### src/verilog/bp_pkg.sv
package bp_pkg;

	typedef enum logic [2:0]
	{
		BEQ,
		BNE,
		BLT,
		BGE,
		BLTU,
		BGEU
	} branch_op_e;

	typedef enum logic [1:0]
	{
		SRC_GLOBAL,
		SRC_LOCAL,
		SRC_STATIC
	} pred_src_e;

	// 0 strong NT, 1 weak NT, 2 weak T, 3 strong T
	typedef logic [1:0] ctr_t;

	localparam ctr_t CTR_INIT = 2'd0;
	localparam ctr_t CTR_MAX  = 2'd3;
	localparam int   NUM_OPS  = 6;

	function automatic logic ctr_taken(ctr_t c);
		return c[1];
	endfunction

	function automatic logic ctr_weak(ctr_t c);
		return c[1] ^ c[0];
	endfunction

	// One saturating step toward the outcome
	function automatic ctr_t ctr_next(ctr_t c, logic taken);
		ctr_t n;
		n = c;
		if (taken && c != CTR_MAX)
			n = c + 2'd1;
		else if (!taken && c != 2'd0)
			n = c - 2'd1;
		return n;
	endfunction

endpackage

### src/verilog/bp_update_if.sv
interface bp_update_if
	import bp_pkg::*;
();
	logic        valid;
	logic [31:0] pc;
	branch_op_e  op;
	logic        taken;

	modport src
	(
		output valid,
		output pc,
		output op,
		output taken
	);

	modport sink
	(
		input valid,
		input pc,
		input op,
		input taken
	);

endinterface

### src/verilog/tournament_chooser.sv
module tournament_chooser
	import bp_pkg::*;
#(
	parameter int CHOICE_WIDTH = 3
)
(
	input  logic       clk,
	input  logic       rst_n,

	input  logic       lookup_valid,
	output logic       lookup_ready,
	input  branch_op_e lookup_op,
	input  logic       lookup_imm_neg,

	output logic       pred_valid,
	input  logic       pred_ready,
	output logic       pred_taken,
	output pred_src_e  pred_src,

	input  ctr_t       glob_look_ctr,
	input  ctr_t       glob_upd_ctr,
	input  ctr_t       loc_look_ctr,
	input  ctr_t       loc_upd_ctr,

	bp_update_if.sink  upd
);

	localparam logic [CHOICE_WIDTH-1:0] CHOICE_MAX = '1;

	logic [CHOICE_WIDTH-1:0] choice [NUM_OPS];
	logic                    use_global;
	ctr_t                    sel_ctr;
	logic                    next_taken;
	pred_src_e               next_src;
	logic                    lookup_fire;
	logic                    glob_ok;
	logic                    loc_ok;

	// MSB of the choice counter picks gshare
	assign use_global = choice[lookup_op][CHOICE_WIDTH-1];
	assign sel_ctr    = use_global ? glob_look_ctr : loc_look_ctr;

	always_comb
	begin
		if (ctr_weak(sel_ctr))
		begin
			// Backward taken, forward not taken
			next_taken = lookup_imm_neg;
			next_src   = SRC_STATIC;
		end
		else
		begin
			next_taken = ctr_taken(sel_ctr);
			next_src   = use_global ? SRC_GLOBAL : SRC_LOCAL;
		end
	end

	assign lookup_ready = !pred_valid || pred_ready;
	assign lookup_fire  = lookup_valid && lookup_ready;

	always_ff @(posedge clk)
	begin
		if (!rst_n)
			pred_valid <= 1'b0;
		else if (lookup_fire)
			pred_valid <= 1'b1;
		else if (pred_ready)
			pred_valid <= 1'b0;
	end

	always_ff @(posedge clk)
	begin
		if (lookup_fire)
		begin
			pred_taken <= next_taken;
			pred_src   <= next_src;
		end
	end

	assign glob_ok = ctr_taken(glob_upd_ctr) == upd.taken;
	assign loc_ok  = ctr_taken(loc_upd_ctr) == upd.taken;

	// Move toward whichever component alone was right
	always_ff @(posedge clk)
	begin
		if (!rst_n)
		begin
			for (int i = 0; i < NUM_OPS; i++)
				choice[i] <= '0;
		end
		else if (upd.valid)
		begin
			if (glob_ok && !loc_ok && choice[upd.op] != CHOICE_MAX)
				choice[upd.op] <= choice[upd.op] + 1'b1;
			else if (!glob_ok && loc_ok && choice[upd.op] != '0)
				choice[upd.op] <= choice[upd.op] - 1'b1;
		end
	end

endmodule
### src/flat_wrapper.sv
// flat-port wrapper written by rule: the top's interface ports become plain ports
module tournament_chooser_flat import bp_pkg::*;
#(
	parameter int CHOICE_WIDTH = 3
)
  (clk, rst_n, lookup_valid, lookup_ready, lookup_op, lookup_imm_neg, pred_valid, pred_ready, pred_taken, pred_src, glob_look_ctr, glob_upd_ctr, loc_look_ctr, loc_upd_ctr, upd_valid, upd_pc, upd_op, upd_taken);
  bp_update_if upd_i ();
  input  logic clk;
  input  logic rst_n;
  input  logic lookup_valid;
  output logic lookup_ready;
  input  branch_op_e lookup_op;
  input  logic lookup_imm_neg;
  output logic pred_valid;
  input  logic pred_ready;
  output logic pred_taken;
  output pred_src_e pred_src;
  input  ctr_t glob_look_ctr;
  input  ctr_t glob_upd_ctr;
  input  ctr_t loc_look_ctr;
  input  ctr_t loc_upd_ctr;
  input wire logic [$bits(upd_i.valid)-1:0] upd_valid;
  input wire logic [$bits(upd_i.pc)-1:0] upd_pc;
  input wire logic [$bits(upd_i.op)-1:0] upd_op;
  input wire logic [$bits(upd_i.taken)-1:0] upd_taken;
  assign upd_i.valid = upd_valid;
  assign upd_i.pc = upd_pc;
  assign upd_i.op = upd_op;
  assign upd_i.taken = upd_taken;
  tournament_chooser #(.CHOICE_WIDTH(CHOICE_WIDTH)) u_core (.clk(clk), .rst_n(rst_n), .lookup_valid(lookup_valid), .lookup_ready(lookup_ready), .lookup_op(lookup_op), .lookup_imm_neg(lookup_imm_neg), .pred_valid(pred_valid), .pred_ready(pred_ready), .pred_taken(pred_taken), .pred_src(pred_src), .glob_look_ctr(glob_look_ctr), .glob_upd_ctr(glob_upd_ctr), .loc_look_ctr(loc_look_ctr), .loc_upd_ctr(loc_upd_ctr), .upd(upd_i));
endmodule
### config.mk
export PLATFORM = sky130hd
export DESIGN_NAME = tournament_chooser_flat
export DESIGN_NICKNAME = d
export VERILOG_FILES = /design/src/verilog/bp_pkg.sv /design/src/verilog/bp_update_if.sv /design/src/verilog/tournament_chooser.sv /design/src/flat_wrapper.sv
export SDC_FILE = /design/constraint.sdc
export NUM_CORES = 1
export LEC_CHECK = 0
export ABC_CLOCK_PERIOD_IN_PS = 4650
export BUFFER_PORTS_ARGS = -buffer_cell sky130_fd_sc_hd__buf_2
export CAP_MARGIN = 10
export CORE_UTILIZATION = 35
export DETAILED_ROUTE_END_ITERATION = 8
export SLEW_MARGIN = 20
export SYNTH_ARGS = -nofsm -noshare
export SYNTH_HDL_FRONTEND = slang
export SYNTH_SLANG_ARGS = --single-unit
### constraint.sdc
create_clock -name clk -period 4.65 [get_ports clk]
set_clock_uncertainty 0.2 [all_clocks]
set_input_delay 0.93 -clock clk [delete_from_list [all_inputs] [get_ports clk]]
set_output_delay 0.93 -clock clk [all_outputs]
set_load 0.005 [all_outputs]
==> results of run 1 <==
path summary, 6_finish.rpt:
kind	cells after the start	from	end	slack, ns
max reg2reg	8	u_core.choice[2][0]	u_core.choice[5][2]	1.62
max	9	upd_op[0]	u_core.choice[5][2]	0.93
min reg2reg	2	u_core.pred_valid	u_core.pred_valid	0.34
min	2	u_core.pred_valid	u_core.pred_valid	0.34
Yosys cell counts (all sizes together) (2+ instances only):
| cell | number | area, sq um |
|---|---|---|
| nor2b | 2 | 12.5 |
| a21oi | 4 | 20.0 |
| nor3 | 7 | 50.1 |
| clkbuf | 2 | 7.51 |
| a21o | 2 | 15.0 |
| nor2 | 12 | 45.0 |
| nand4 | 2 | 27.5 |
| o31ai | 4 | 30.0 |
| nand2 | 3 | 11.3 |
| buf | 3 | 37.5 |
| mux4 | 9 | 214 |
| nand3b | 2 | 15.0 |
| or3b | 2 | 17.5 |
| inv | 6 | 22.5 |
| o21ai | 4 | 20.0 |
| a211oi | 2 | 15.0 |
| mux2 | 3 | 37.5 |
| nand2b | 4 | 25.0 |
| mux2i | 2 | 20.0 |
| edfxtp | 27 | 811 |
| and2 | 3 | 18.8 |
| nand3 | 2 | 10.0 |
report_power, final:
group          switching, mW  internal (mW)  total, mW  leakage (nW)
sequential           0.00396          0.287      0.291         0.279
combinational         0.0478         0.0349     0.0827         0.341
clock                 0.0719         0.0758      0.148        0.0288
metal layers:
metal  global-route usage, %  vias to the layer above  wire length, um
met5                       0                        -                0
met4                    3.33                        0               14
met3                    2.56                        2              200
met2                    27.6                       45             1760
met1                    20.1                      532             1540
li1                        -                      528                -
cells by family after synthesis:
family	Yosys count	synth area share, %
buf+inv	11	4.11
mux	14	16.5
fa+ha+maj	2	1.83
flops	28	50.5
compound gates	22	9.51
simple gates	43	16.5
xor+xnor	2	1.06
flip-flops by register name, indices dropped and copies added (netlist names):
signal	count
u_core.pred_taken	1
u_core.choice	24
u_core.pred_src	2
u_core.pred_valid	1
area by class of cell:
type | count | area, sq um
inverters | 6 | 22.5
clock buffers | 4 | 55.1
well taps | 52 | 65.1
repair buffers | 23 | 115
flip-flops and latches | 28 | 831
multi-input cells | 83 | 747
fillers | 446 | 2610
critical path: stages:
cell	delay (ns)
buf_2	0.32
mux4_1	0.64
mux2_2	0.34
o31ai_1	0.31
fa_1	0.30
a211oi_1	0.07
mux2i_1	0.12
and3_1	0.37
inv_1	0.12
==> impl_metrics.toml, run 1 <==
[cells_and_area]
drive_above_1_share_pct = 30.6
layout_common_cells = "edfxtp_1, buf_2, nor2_1"
diodes = 0
areaGrowthSynthToFinish_pct = 11.6
utilization_pct = 41.3
final_common_cell = "edfxtp_1"
final_cells = 196
final_nets = 199
stdcell_area_sq_mm = 0.00184

[clock_tree]
insertion_delay_ns = 0.27
clk_path_buf_depth = 2
clockRootBuffer = "clkbuf_8"
clk_pin_slew_ns = 0.10
cts-buffers-inserted = 3
tritoncts = "done"
post_cts_buffers = 0
htree_levels = 1
cts_resized = 0
clock_sinks = 28
ctsHoldBuffers = 0

[timing]
rsz0062_at_grt = "false"
post-route-min-period_ns = 3.72
period_share_pct = 80.0
drv_slew = 0
finalSetupViolCount = 0
fin_setup_tns_ns = 0
worst_pin_slew_ns = 0.594
finalWorstSetupSlack_ns = 0.930
fmax_mhz = 269
hold_violations = 0
hold_ws_ns = 0.341
slew_headroom_pct = 60.0

[floorplanning]
boundaryPins = 58
dieHeight_um = 70.6
rows = 24
die_x_um = 70.6
core_sq_mm = 0.00444
initial_core_util_pct = 37.0
die_area_sq_mm = 0.00498

[worst_setup_path]
arrival_ns = 3.53
path_class = "primary input to flop"
cp_data_required_time_ns = 4.45
worst_setup_path_end_kind = "flop"
crit_path_max_fanout = 15
start_kind = "primary input"

[power]
vdd_ir_drop_max_uv = 162
leakagePower_nw = 0.650
p_per_area_mw_per_mm2 = 284
power_uw = 522

[outcome]
status = "finished, violations left"
violations = "DRC"

[grt]
grt_max_degree = 16
antenna_found_initial = 0
grt_pass1_vias = 1207
grt_pass1_wl_um = 5920
grt_overflow = 0
grt_use_total_pct = 15.5

[worst_hold_path]
hold_class = "flop to flop"

[routing]
wl_um = 3510
first_iter_violations = 75
post-route-drc-count = 8
avgViaCountPerCell = 5.65
dr_total_vias = 1107
routedWlPerCell_um = 17.9
ant_nets = 0
firstDrtPassIters = 6

[logic_synthesis]
ys_types = 42
syn_avg_cell_area_sq_um = 13.5
netlist_area_sq_mm = 0.00165
async_flop_share_pct = 0
synth_ff_type = "edfxtp_1"
ys_warn_count = 0
yosysSeqAreaShare_pct = 50.5
synth_edf_count = 27
syn-instance-count = 122
ys_seq_elements = 28
syn_nets = 176

[place]
dp.cells = 192
port_buffers = 23
placed_cell_area_sq_mm = 0.00178
dp.final_hpwl_um = 2720
globalplace.congestion = 0.812
dp_slack_ns = 0.635

[job]
max_cap_viol_count = 0
Note: power is estimated with default switching activity, not from simulation.
==> run 2: changes to the inputs <==
--- a/config.mk
+++ b/config.mk
@@ -5,7 +5,7 @@
 export SDC_FILE = /design/constraint.sdc
 export NUM_CORES = 1
 export LEC_CHECK = 0
-export ABC_CLOCK_PERIOD_IN_PS = 4650
+export ABC_CLOCK_PERIOD_IN_PS = 3100
 export BUFFER_PORTS_ARGS = -buffer_cell sky130_fd_sc_hd__buf_2
 export CAP_MARGIN = 10
 export CORE_UTILIZATION = 35
==> constraint.sdc (replaced) <==
create_clock -name clk -period 3.1 [get_ports clk]
set_clock_uncertainty 0.2 [all_clocks]
set_input_delay 0.62 -clock clk [delete_from_list [all_inputs] [get_ports clk]]
set_output_delay 0.62 -clock clk [all_outputs]
set_load 0.005 [all_outputs]
==> impl_metrics.toml, run 2 (synthesis results as in run 1) <==
[worst_hold_path]
worstHoldStart = "u_core.pred_valid"
hold_class = "flop to flop"

[floorplanning]
boundaryPins = 58
dieHeight_um = 70.6
die_x_um = 70.6
die_area_sq_mm = 0.00498
core_sq_mm = 0.00444
initial_core_util_pct = 37.0
rows = 24

[timing]
worst_pin_slew_ns = 0.434
fmax_mhz = 333
hold_violations = 0
post-route-min-period_ns = 3.00
drv_slew = 0
period_share_pct = 96.8
rsz0062_at_grt = "false"
fin_setup_tns_ns = 0
slew_headroom_pct = 70.8
finalSetupViolCount = 0
finalWorstSetupSlack_ns = 0.100

[place]
dp.cells = 213
port_buffers = 23
dp_slack_ns = -0.394
globalplace.congestion = 0.806
dp.final_hpwl_um = 3030

[worst_setup_path]
r2r-start = "u_core.choice[3][0]"
arrival_ns = 2.85
worst_setup_path_end_kind = "flop"
crit_path_top_delay_cell = "mux4_1"
cp_data_required_time_ns = 2.95
start_kind = "primary input"
crit_path_max_fanout = 7
startpoint = "upd_op[0]"
crit_top_cell = "buf_4"
slowest_delay_ns = 0.55
path_class = "primary input to flop"
crit_chain = "clkbuf_4, mux4_1, mux2_4, buf_4, or4_4, nand3_1, o31ai_1, buf_4"

[grt]
grt_overflow = 0
grt_pass1_wl_um = 6370
grt_pass1_vias = 1310
grt_max_degree = 17
grt_use_total_pct = 17.0
antenna_found_initial = 0

[clock_tree]
post_cts_buffers = 0
tritoncts = "done"
clockRootBuffer = "clkbuf_8"
htree_levels = 1
clk_pin_slew_ns = 0.09
cts-buffers-inserted = 3
insertion_delay_ns = 0.28
clk_path_buf_depth = 2
clock_sinks = 28
ctsHoldBuffers = 0

[outcome]
violations = "DRC"
status = "finished, violations left"

[job]
max_cap_viol_count = 0

[cells_and_area]
largest_reg_flops = 24
layout_common_cells = "edfxtp_1, buf_2, buf_4"
fillers = 413
final_nets = 220
final_common_cell = "edfxtp_1"
diodes = 0
regMostFlops = "u_core.choice"
regArea_sq_um = 831
multi_input_area_sq_um = 782
areaGrowthSynthToFinish_pct = 24.4
top_regs = "u_core.choice (24), u_core.pred_src (2)"
drive_above_1_share_pct = 42.4
final_cells = 217

[power]
leakagePower_nw = 0.765
vdd_ir_drop_max_uv = 171
p_per_area_mw_per_mm2 = 431
p_int_uw = 681
pwr-share-seq_pct = 49.6
pwr-share-clk_pct = 32.7
combPwrFrac_pct = 17.7
p_sw_share_pct = 22.9
p_switching_uw = 202
power_uw = 882

[routing]
routedWlPerCell_um = 17.1
dr_total_vias = 1179
avgViaCountPerCell = 5.43
wl_um = 3710
post-route-drc-count = 4
ant_nets = 0
first_iter_violations = 66
firstDrtPassIters = 6
## run 2: cell count changes in the layout (fill, tap and decap cells not counted), sizes merged
cell,previous run,this run
buf,23,43
bufinv,0,1
## run 2: worst paths after layout
check                                      endpoint  slack [ns]  cells after the start
worst max-delay path            u_core.choice[5][0]        0.10                      8
worst min-delay path              u_core.pred_valid        0.32                      2
worst max register to register  u_core.choice[5][0]        0.24                      7
worst min register to register    u_core.pred_valid        0.32                      2
## run 2: critical path: cells and delay by family
family	cells	cell delay, ns
compound gates	1	0.11
simple gates	2	0.76
buf+inv	3	0.50
mux	2	0.85
## run 2: layer usage
| metal | global-route usage, % | share of wire, % | vias up |
|---|---|---|---|
| met5 | 0 | 0 | - |
| met4 | 8.89 | 1.9 | 0 |
| met3 | 2.71 | 2.0 | 5 |
| met2 | 29.4 | 53 | 24 |
| met1 | 20.7 | 43 | 578 |
| li1 | - | - | 572 |
## run 2: power groups by stage
stage	combinational, mW	clock, mW	sequential [mW]
6_report	0.156	0.288	0.438
2_1_floorplan	0.0909	0	0.444
3_5_place_dp	0.154	0	0.447
4_1_cts	0.155	0.290	0.438
3_3_place_gp	0.148	0	0.446
5_1_grt	0.172	0.304	0.439
## run 2: area by class of cell
type,instances,area share (%)
Clock inverter,1,1.47
Inverter,6,1.10
Sequential cell,28,40.6
Tap cell,52,3.18
Multi-Input combinational cell,83,38.2
Timing Repair Buffer,44,13.4
Clock buffer,3,2.02
## run 2: timing repair
action	4_1_cts	5_1_grt
resized for setup	2	5
pin swaps	0	1
endpoints found under the setup margin	10	26
## run 2: stage by stage
| stage | util [%] | hold slack (ns) | cell area, sq um |
|---|---|---|---|
| global route | 46.1 | 0.388 | 2050 |
| detailed placement | 44.1 | 0.314 | 1960 |
| CTS | 45.8 | 0.328 | 2040 |
| floorplan | - | 0.337 | 1670 |
| global placement | 44.1 | 0.297 | 1960 |
| finish | 46.1 | 0.323 | 2050 |
