**src/verilog/bp_pkg.sv**
```systemverilog
package bp_pkg;

	typedef enum logic [2:0]
	{
		BEQ,
		BNE,
		BLT,
		BGE,
		BLTU,
		BGEU
	} branch_op_e;

	typedef enum logic [1:0]
	{
		SRC_GLOBAL,
		SRC_LOCAL,
		SRC_STATIC
	} pred_src_e;

	// 0 strong NT, 1 weak NT, 2 weak T, 3 strong T
	typedef logic [1:0] ctr_t;

	localparam ctr_t CTR_INIT = 2'd0;
	localparam ctr_t CTR_MAX  = 2'd3;
	localparam int   NUM_OPS  = 6;

	function automatic logic ctr_taken(ctr_t c);
		return c[1];
	endfunction

	function automatic logic ctr_weak(ctr_t c);
		return c[1] ^ c[0];
	endfunction

	// One saturating step toward the outcome
	function automatic ctr_t ctr_next(ctr_t c, logic taken);
		ctr_t n;
		n = c;
		if (taken && c != CTR_MAX)
			n = c + 2'd1;
		else if (!taken && c != 2'd0)
			n = c - 2'd1;
		return n;
	endfunction

endpackage

```
**src/verilog/bp_update_if.sv**
```systemverilog
interface bp_update_if
	import bp_pkg::*;
();
	logic        valid;
	logic [31:0] pc;
	branch_op_e  op;
	logic        taken;

	modport src
	(
		output valid,
		output pc,
		output op,
		output taken
	);

	modport sink
	(
		input valid,
		input pc,
		input op,
		input taken
	);

endinterface

```
**src/verilog/local_history_predictor.sv**
```systemverilog
module local_history_predictor
	import bp_pkg::*;
#(
	parameter int LHR_WIDTH = 5
)
(
	input  logic       clk,
	input  logic       rst_n,
	input  branch_op_e lookup_op,
	bp_update_if.sink  upd,
	output ctr_t       look_ctr,
	output ctr_t       upd_ctr
);

	localparam int OP_W       = $bits(branch_op_e);
	localparam int IDX_W      = OP_W + LHR_WIDTH;
	localparam int TABLE_SIZE = NUM_OPS * (1 << LHR_WIDTH);

	ctr_t                 ctr_tab [TABLE_SIZE];
	logic [LHR_WIDTH-1:0] lhr     [NUM_OPS];
	logic [IDX_W-1:0]     look_idx;
	logic [IDX_W-1:0]     upd_idx;

	// Kind selects the block of counters, its history the entry within
	assign look_idx = {lookup_op, lhr[lookup_op]};
	assign upd_idx  = {upd.op, lhr[upd.op]};

	assign look_ctr = ctr_tab[look_idx];
	assign upd_ctr  = ctr_tab[upd_idx];

	always_ff @(posedge clk)
	begin
		if (!rst_n)
		begin
			for (int i = 0; i < TABLE_SIZE; i++)
				ctr_tab[i] <= CTR_INIT;
			for (int k = 0; k < NUM_OPS; k++)
				lhr[k] <= '0;
		end
		else if (upd.valid)
		begin
			ctr_tab[upd_idx] <= ctr_next(upd_ctr, upd.taken);
			lhr[upd.op]      <= {lhr[upd.op][LHR_WIDTH-2:0], upd.taken};
		end
	end

endmodule

```
**src/flat_wrapper.sv**
```systemverilog
// flat-port wrapper written by rule: the top's interface ports become plain ports
module local_history_predictor_flat import bp_pkg::*;
#(
	parameter int LHR_WIDTH = 5
)
  (clk, rst_n, lookup_op, look_ctr, upd_ctr, upd_valid, upd_pc, upd_op, upd_taken);
  bp_update_if upd_i ();
  input  logic clk;
  input  logic rst_n;
  input  branch_op_e lookup_op;
  output ctr_t look_ctr;
  output ctr_t upd_ctr;
  input wire logic [$bits(upd_i.valid)-1:0] upd_valid;
  input wire logic [$bits(upd_i.pc)-1:0] upd_pc;
  input wire logic [$bits(upd_i.op)-1:0] upd_op;
  input wire logic [$bits(upd_i.taken)-1:0] upd_taken;
  assign upd_i.valid = upd_valid;
  assign upd_i.pc = upd_pc;
  assign upd_i.op = upd_op;
  assign upd_i.taken = upd_taken;
  local_history_predictor #(.LHR_WIDTH(LHR_WIDTH)) u_core (.clk(clk), .rst_n(rst_n), .lookup_op(lookup_op), .upd(upd_i), .look_ctr(look_ctr), .upd_ctr(upd_ctr));
endmodule
```
**config.mk**
```make
export PLATFORM = sky130hd
export DESIGN_NAME = local_history_predictor_flat
export DESIGN_NICKNAME = d
export VERILOG_FILES = /design/src/verilog/bp_pkg.sv /design/src/verilog/bp_update_if.sv /design/src/verilog/local_history_predictor.sv /design/src/flat_wrapper.sv
export SDC_FILE = /design/constraint.sdc
export NUM_CORES = 1
export LEC_CHECK = 0
export BUFFER_PORTS_ARGS = -buffer_cell sky130_fd_sc_hd__clkbuf_2
export CORE_MARGIN = 3
export CORE_UTILIZATION = 42
export CTS_BUF_LIST = sky130_fd_sc_hd__clkbuf_4
export DETAILED_ROUTE_END_ITERATION = 12
export RECOVER_POWER = 100
export SYNTH_ARGS = -nofsm -noshare
export SYNTH_HDL_FRONTEND = slang
export SYNTH_SLANG_ARGS = --single-unit
```
**constraint.sdc**
```tcl
create_clock -name clk -period 17.4 [get_ports clk]
set_input_delay 5.22 -clock clk [delete_from_list [all_inputs] [get_ports clk]]
set_output_delay 5.22 -clock clk [all_outputs]
set_load 0.005 [all_outputs]
```
==> summary.md, run 1 <==
| Metric | Value |
|---|---|
| Vias in the first global route | `between 20000 and 30000` |
| PwrDens | `between 100 and 150 nW/um^2` |
| First-pass DRT Iterations | `6` |
| Clock Latency Late Sink | `roughly 1.0 ns` |
| Yosys warns | `0` |
| Final setup TNS | `0 ns` |
| H-tree lvl count | `4` |
| Antenna-violating nets left | `0` |
| Unrepaired setup endpoints after global routing | `no` |
| First-pass GRT wire length | `153 mm` |
| Post-synth ARST share | `0` |
| Fin util | `0.458` |
| Number of max-cap violations | `19` |
| Sequential share of power | `0.441` |
| Failing checks | `max-capacitance violations, max-slew violations` |
| Post-synth net total | `a little over 3000` |
| Worst Setup End Kind | `output pin` |
| Post_cts resized | `0` |
| Comb pwr share | `0.228` |
| DR iter-0 viols | `3000` |
| Total Wirelength | `slightly above 100 mm` |
| Cts bufs inserted | `148` |
| Slowest cell delay on critical path | `~1.2 ns` |
| CP arrival | `11.07 ns` |
| DRC viols | `0` |
| Syn_area_per_cell | `10.4 um^2` |
| Worst-path clk slew | `~0.060 ns` |
| Core area | `73300 um^2` |
| Critical Path Start | `upd_op[1]` |
| Netlist Area Pre-Place | `31300 um^2` |
| Hold wc startpoint | `u_core.lhr[0][2]` |
| Final setup fails | `0` |
| Relative slew slack | `-2.27` |
| Unique cell type count in the Yosys netlist | `54` |
| Pleak | `between 10 and 15 nW` |
| IO buf count | `13` |
| CTS Sinks | `around 550` |
| Die ar. | `77800 um^2` |
| Register area share after synthesis | `0.530` |
| Top-area cell type share of the netlist area | `0.530` |
| CP required | `12.18 ns` |
| Wire per inst | `between 20 and 30 um` |
| Final nets | `about 3000` |
| CP cell instances | `clkbuf_1 -> mux4_4 -> buf_4 -> buf_4 -> mux2i_1 -> nand2_1 -> a32o_1 -> a221oi_1 -> o22ai_1 -> o21bai_1 -> and4_1 -> inv_1 -> clkbuf_1` |
| EDFF count, synth | `552` |
| Reg-to-reg startpoint | `u_core.lhr[0][1]` |
| Post-synth top cells | `edfxtp_1 (552), nand2_1 (476), nor3_1 (309)` |
| Post-CTS setup buffers | `0` |
| Period utilization | `0.936` |
| DR vias | `around 26000` |
| Ys flop type | `edfxtp_1` |
| CTS tree | `built` |
| Pin slew with the least headroom to its limit | `between 4 and 5 ns` |
| Initial Utilization | `0.427` |
| Share of cells above drive strength 1 | `0.123` |
| Internal power | `2.37 mW` |
| Initial antenna violation count | `3` |
| Synthesized flop and latch total | `552` |
| Area growth syn-to-layout | `7.36%` |
| Min Clock Period, post-route | `16.29 ns` |
| Max Clock Skew | `0.0578 ns` |
| Remaining Overflow, GRT | `0` |
| Switch Pwr | `1.19 mW` |
| Fmax | `0.0614 GHz` |
| Net Sw Frac | `0.335` |
| Total track usage | `0.262` |
| Post-Syn Instances | `3012` |
| Number of hold buffers added after CTS | `0` |
| Area contributors post-synth | `edfxtp_1 (53%), mux2i_1 (8.9%), nand2_1 (5.7%)` |
| Dpl hpwl | `62.2 mm` |
| Clk pwr share | `0.330` |
| Hold WC Path Type | `reg -> reg` |
| Slew Limit Fails | `between 900 and 1000` |
| Peak supply drop | `0.178 mV` |
| Via/cell ratio | `about 6.4` |
| Status | `finished, violations left` |
| Leading area contributor after synthesis | `edfxtp_1` |
| Clk root buf | `clkbuf_4` |
| Final Hold Fails | `0` |
| Slowest stage cell, crit path | `clkbuf_1` |
| Maximum fanout along the worst path | `39` |
| Crit start category | `input port` |
| Die H | `279 um` |
| Most frequent cell after synthesis | `edfxtp_1` |
| Clock tree buffer depth | `3` |
| Global placement routability congestion | `~0.95` |
| Worst setup path class | `in -> out` |
| Die width | `279 um` |
| Largest net degree at the start of global routing | `roughly 190` |
| # rows | `slightly below 100` |
| Ports | `46` |
==> flip-flops by register name, indices dropped and copies added, names as in the netlist <==
register and flops:
u_core.lhr 40, u_core.ctr_tab 512
==> routing by layer <==
metal | vias to the layer above | routed length [um] | GRT usage
li1 | 11200 | - | -
met1 | 12600 | 40000 | 0.335
met2 | 1463 | 47100 | 0.413
met3 | 311 | 11300 | 0.0696
met4 | 0 | 4880 | 0.128
met5 | - | 0 | 0
==> cells in the final DEF (no fill, tap or decap), types with 7 or more instances in the layout <==
cell type	netlist	routed
a32o_1	16	16
nand3_1	34	34
nor3_1	309	314
clkbuf_2	0	15
o22ai_1	28	28
mux4_2	49	48
a311oi_1	45	45
a21oi_1	47	47
inv_1	8	8
clkbuf_4	0	217
a31oi_1	69	69
nor2_1	221	217
nand2_1	476	475
nor4_1	9	9
a22oi_1	7	7
clkinv_1	0	24
o21ai_0	166	166
mux2i_1	279	273
and2_0	4	7
and2_1	108	104
edfxtp_1	552	552
a221oi_1	18	18
clkbuf_1	230	19
a211oi_1	156	157
buf_4	0	51
==> final cells by class <==
type,instances,area [um^2]
inverters,9,35.0
diodes,6,15.0
fillers,6870,39700
clock inverters,36,246
flip-flops and latches,552,16600
multi-input cells,2113,13300
well taps,959,1200
repair buffers,90,629
clock buffers,217,1630
==> worst max-delay path: cells and delay by family <==
family | cells | cell delay, ns
AOI/OAI and AO/OA | 4 | 1.50
muxes | 2 | 1.22
and+or+nand+nor | 2 | 0.51
buffers and inverters | 5 | 2.53
==> final timing paths <==
kind                                 end  slack (ns)  depth (start not counted)
setup / recovery              upd_ctr[0]        1.11                         13
hold / removal          u_core.lhr[0][3]        0.62                          1
setup reg to reg  u_core.ctr_tab[207][0]        6.85                         18
hold reg to reg         u_core.lhr[0][3]        0.62                          1
==> logic make-up after synthesis <==
family / after synthesis / share of synthesized area
simple gates: 1196 / 0.171
compound gates: 579 / 0.123
flops: 552 / 0.530
buf+inv: 347 / 0.0488
mux: 335 / 0.127
fa+ha+maj: 2 / 0.000799
xor+xnor: 1 / 0.000280
==> through the flow <==
stage                     hold slack (ns)  power [mW]  instance area (um^2)  instances  setup WS, ns
after CTS                           0.613        3.58                 33700       3976          2.01
after global placement              0.578        2.40                 31900       3723          2.04
after global routing                0.662        3.69                 33600       3981          1.01
after floorplan                     0.539        2.15                 31300       3012          3.81
after detailed placement            0.589        2.41                 31900       3723          2.00
final                               0.620        3.56                 33600       3982          1.11
==> power groups by stage <==
stage	Clock [mW]	Sequential, mW	Combinational, mW
floorplan	0	1.59	0.562
detailed placement	0	1.60	0.815
CTS	1.19	1.57	0.815
global route	1.27	1.57	0.853
global placement	0	1.59	0.803
finish	1.18	1.57	0.813
Power figures use the tool's default switching activity.
==> run 2, diff against run 1 <==
Settings changed: CORE_UTILIZATION 42 to 40.
==> summary.md, run 2 (same netlist as run 1, synthesis figures left out) <==
| Metric | Value |
|---|---|
| Status | `finished, violations left` |
| Failing checks | `max-capacitance violations, max-slew violations` |
| Period utilization | `0.941 (+0.00439)` |
| WP buf/inv | `5 (unchanged)` |
| First-pass GRT wire length | `154 mm (+0.67%)` |
| Number of hold buffers added after CTS | `0 (unchanged)` |
| Dpl hpwl | `63.8 mm (+2.7%)` |
| # rows | `101 (+2.0%)` |
| Pin slew with the least headroom to its limit | `3.64 ns (-1.27 ns)` |
| GR Util met1 | `0.323 (-0.0116)` |
| Critical Path Start | `upd_op[2]` |
| Final setup fails | `0 (unchanged)` |
| DR vias | `25800 (+0.86%)` |
| Unrepaired setup endpoints after global routing | `no` |
| Placed Area | `32000 um^2 (+0.36%)` |
| Met2 Usage GRT | `0.394 (-0.0192)` |
| Met3 Track Usage GR | `0.0626 (-0.00702)` |
| Hold WC Path Type | `reg -> reg` |
| Slowest stage cell, crit path | `clkbuf_1` |
| Commonest cells after routing, fill and taps aside | `edfxtp_1 (552), nand2_1 (475), nor3_1 (313)` |
| R2R Path End | `u_core.ctr_tab[132][0]` |
| Vias in the first global route | `24900 (-0.80%)` |
| Fillers | `7300 (+6.3%)` |
| Wire per inst | `25.8 um (-0.63%)` |
| Cts bufs inserted | `151 (+2.0%)` |
| Post-CTS setup buffers | `0 (unchanged)` |
| CP Depth | `13 (unchanged)` |
| CP cell instances | `clkbuf_1 -> mux2i_1 -> mux4_4 -> inv_4 -> clkbuf_1 -> nand2_1 -> and3_1 -> a311oi_1 -> a2111oi_0 -> o41a_1 -> a32oi_1 -> buf_4 -> clkbuf_2` |
| Min Clock Period, post-route | `16.37 ns (+0.0764 ns)` |
| Core area | `76700 um^2 (+4.6%)` |
| Initial Utilization | `0.408 (-0.0188)` |
| Worst setup path class | `in -> out` |
| Crit start category | `input port` |
| CTS Sinks | `552 (unchanged)` |
| Pleak | `11.7 nW (+0.25%)` |
| Most flops, register | `u_core.ctr_tab` |
| Clk root buf | `clkbuf_4` |
| Relative slew slack | `-1.43 (+0.846)` |
| Clock Latency Late Sink | `1.04 ns (about the same)` |
| Reg-to-reg startpoint | `u_core.lhr[0][1]` |
| Via/cell ratio | `6.35 (-1.2%)` |
| Fmax | `0.0611 GHz (-0.47%)` |
| Critical Path End | `upd_ctr[1]` |
| Most frequent CP cell | `clkbuf_1` |
| Largest net degree at the start of global routing | `148 (-24%)` |
| Slowest cell delay on critical path | `1.23 ns (about the same)` |
| CTS tree | `built` |
| Peak supply drop | `0.0724 mV (-59%)` |
| DR iter-0 viols | `3107 (+3.6%)` |
| PwrDens | `107 nW/um^2 (+1.1%)` |
| Most used routing layer | `met2` |
| Maximum fanout along the worst path | `50 (+28%)` |
| R2R Setup Slk | `7.45 ns (+0.60 ns)` |
| Final Hold Fails | `0 (unchanged)` |
| Area growth syn-to-layout | `7.80%` |
| Family with the most delay on the worst path | `buffers and inverters` |
| Largest register FFs | `512 (unchanged)` |
| Total Wirelength | `105 mm (+1.4%)` |
| Die ar. | `81600 um^2 (+4.9%)` |
| Hold_ws | `0.628 ns (+0.00848 ns)` |
| Max Clock Skew | `0.0690 ns (+0.0112 ns)` |
| Worst Setup End Kind | `output pin` |
| Total track usage | `0.251 (-0.0103)` |
| IO buf count | `13 (unchanged)` |
| Die H | `286 um (+2.4%)` |
| Worst-path clk slew | `0.06 ns (about the same)` |
| Antenna-violating nets left | `0 (unchanged)` |
| Worst reg-to-reg path cell count | `18 (unchanged)` |
| H-tree lvl count | `4 (unchanged)` |
| CP required | `12.18 ns (about the same)` |
| Die width | `286 um (+2.4%)` |
| Biggest regs | `u_core.ctr_tab x512, u_core.lhr x40` |
| Number of max-cap violations | `26 (+7)` |
| Global placement routability congestion | `0.923 (-2.6%)` |
| Remaining Overflow, GRT | `0 (unchanged)` |
| Finished Cell Area | `33700 um^2 (+0.42%)` |
| Share of cells above drive strength 1 | `0.124 (+0.000253)` |
| Initial antenna violation count | `3 (unchanged)` |
| Post_cts resized | `0 (unchanged)` |
| Clock tree buffer depth | `3 (unchanged)` |
| DRC viols | `0 (unchanged)` |
| First-pass DRT Iterations | `9 (+3)` |
| Final nets | `2966 (+0.27%)` |
| Most common cell after layout, fill and taps aside | `edfxtp_1` |
| Final setup TNS | `0 ns (unchanged)` |
| Ports | `46 (unchanged)` |
| CP arrival | `11.15 ns (+0.08 ns)` |
| Slew Limit Fails | `1088 (+19%)` |
run 2: cell count changes in the layout (fill, tap and decap cells not counted), sizes merged:
cell      delta
clkbuf      +12
clkinvlp     -1
diode        +1
clkinv       +1
buf          -1
inv          -1
run 2: worst min-delay path by stage:
stage / start / endpoint / cells past startpoint
2_1_floorplan: u_core.lhr[0][2] / u_core.lhr[0][3] / 1
3_3_place_gp: u_core.lhr[0][2] / u_core.lhr[0][3] / 1
3_5_place_dp: u_core.lhr[0][2] / u_core.lhr[0][3] / 1
4_1_cts: u_core.lhr[0][2] / u_core.lhr[0][3] / 1
5_1_grt: u_core.lhr[0][2] / u_core.lhr[0][3] / 1
6_report: u_core.lhr[0][2] / u_core.lhr[0][3] / 1
run 2: final cells by class:
cell class              instances  area [um^2]  area share
flip-flops and latches        552        16600       0.491
repair buffers                 95          641      0.0190
clock inverters                35          245     0.00727
multi-input cells            2113        13300       0.393
inverters                       9         36.3     0.00108
clock buffers                 223         1670      0.0496
well taps                    1030         1290      0.0382
diodes                          7         17.5    0.000519
run 2: stage by stage:
stage,worst slack [ns],utilization,std cells,total power [mW]
2_1_floorplan,3.81,-,3012,2.15
3_3_place_gp,2.09,0.417,3799,2.41
3_5_place_dp,2.04,0.417,3799,2.42
4_1_cts,2.04,0.442,4057,3.62
5_1_grt,0.938,0.440,4060,3.75
6_report,1.03,0.440,4064,3.61
run 2: metal layers:
metal,part of all wire,wire length (um),up-vias
li1,-,-,11200
met1,0.38,40200,12600
met2,0.46,48000,1665
met3,0.11,11700,313
met4,0.047,4880,0
met5,0,0,-
run 2: power by group:
| group | total (mW) | leakage, nW | internal (mW) | switching (mW) |
|---|---|---|---|---|
| combinational | 0.828 | 5.03 | 0.196 | 0.632 |
| sequential | 1.57 | 5.52 | 1.55 | 0.0208 |
| clock | 1.21 | 1.15 | 0.641 | 0.572 |
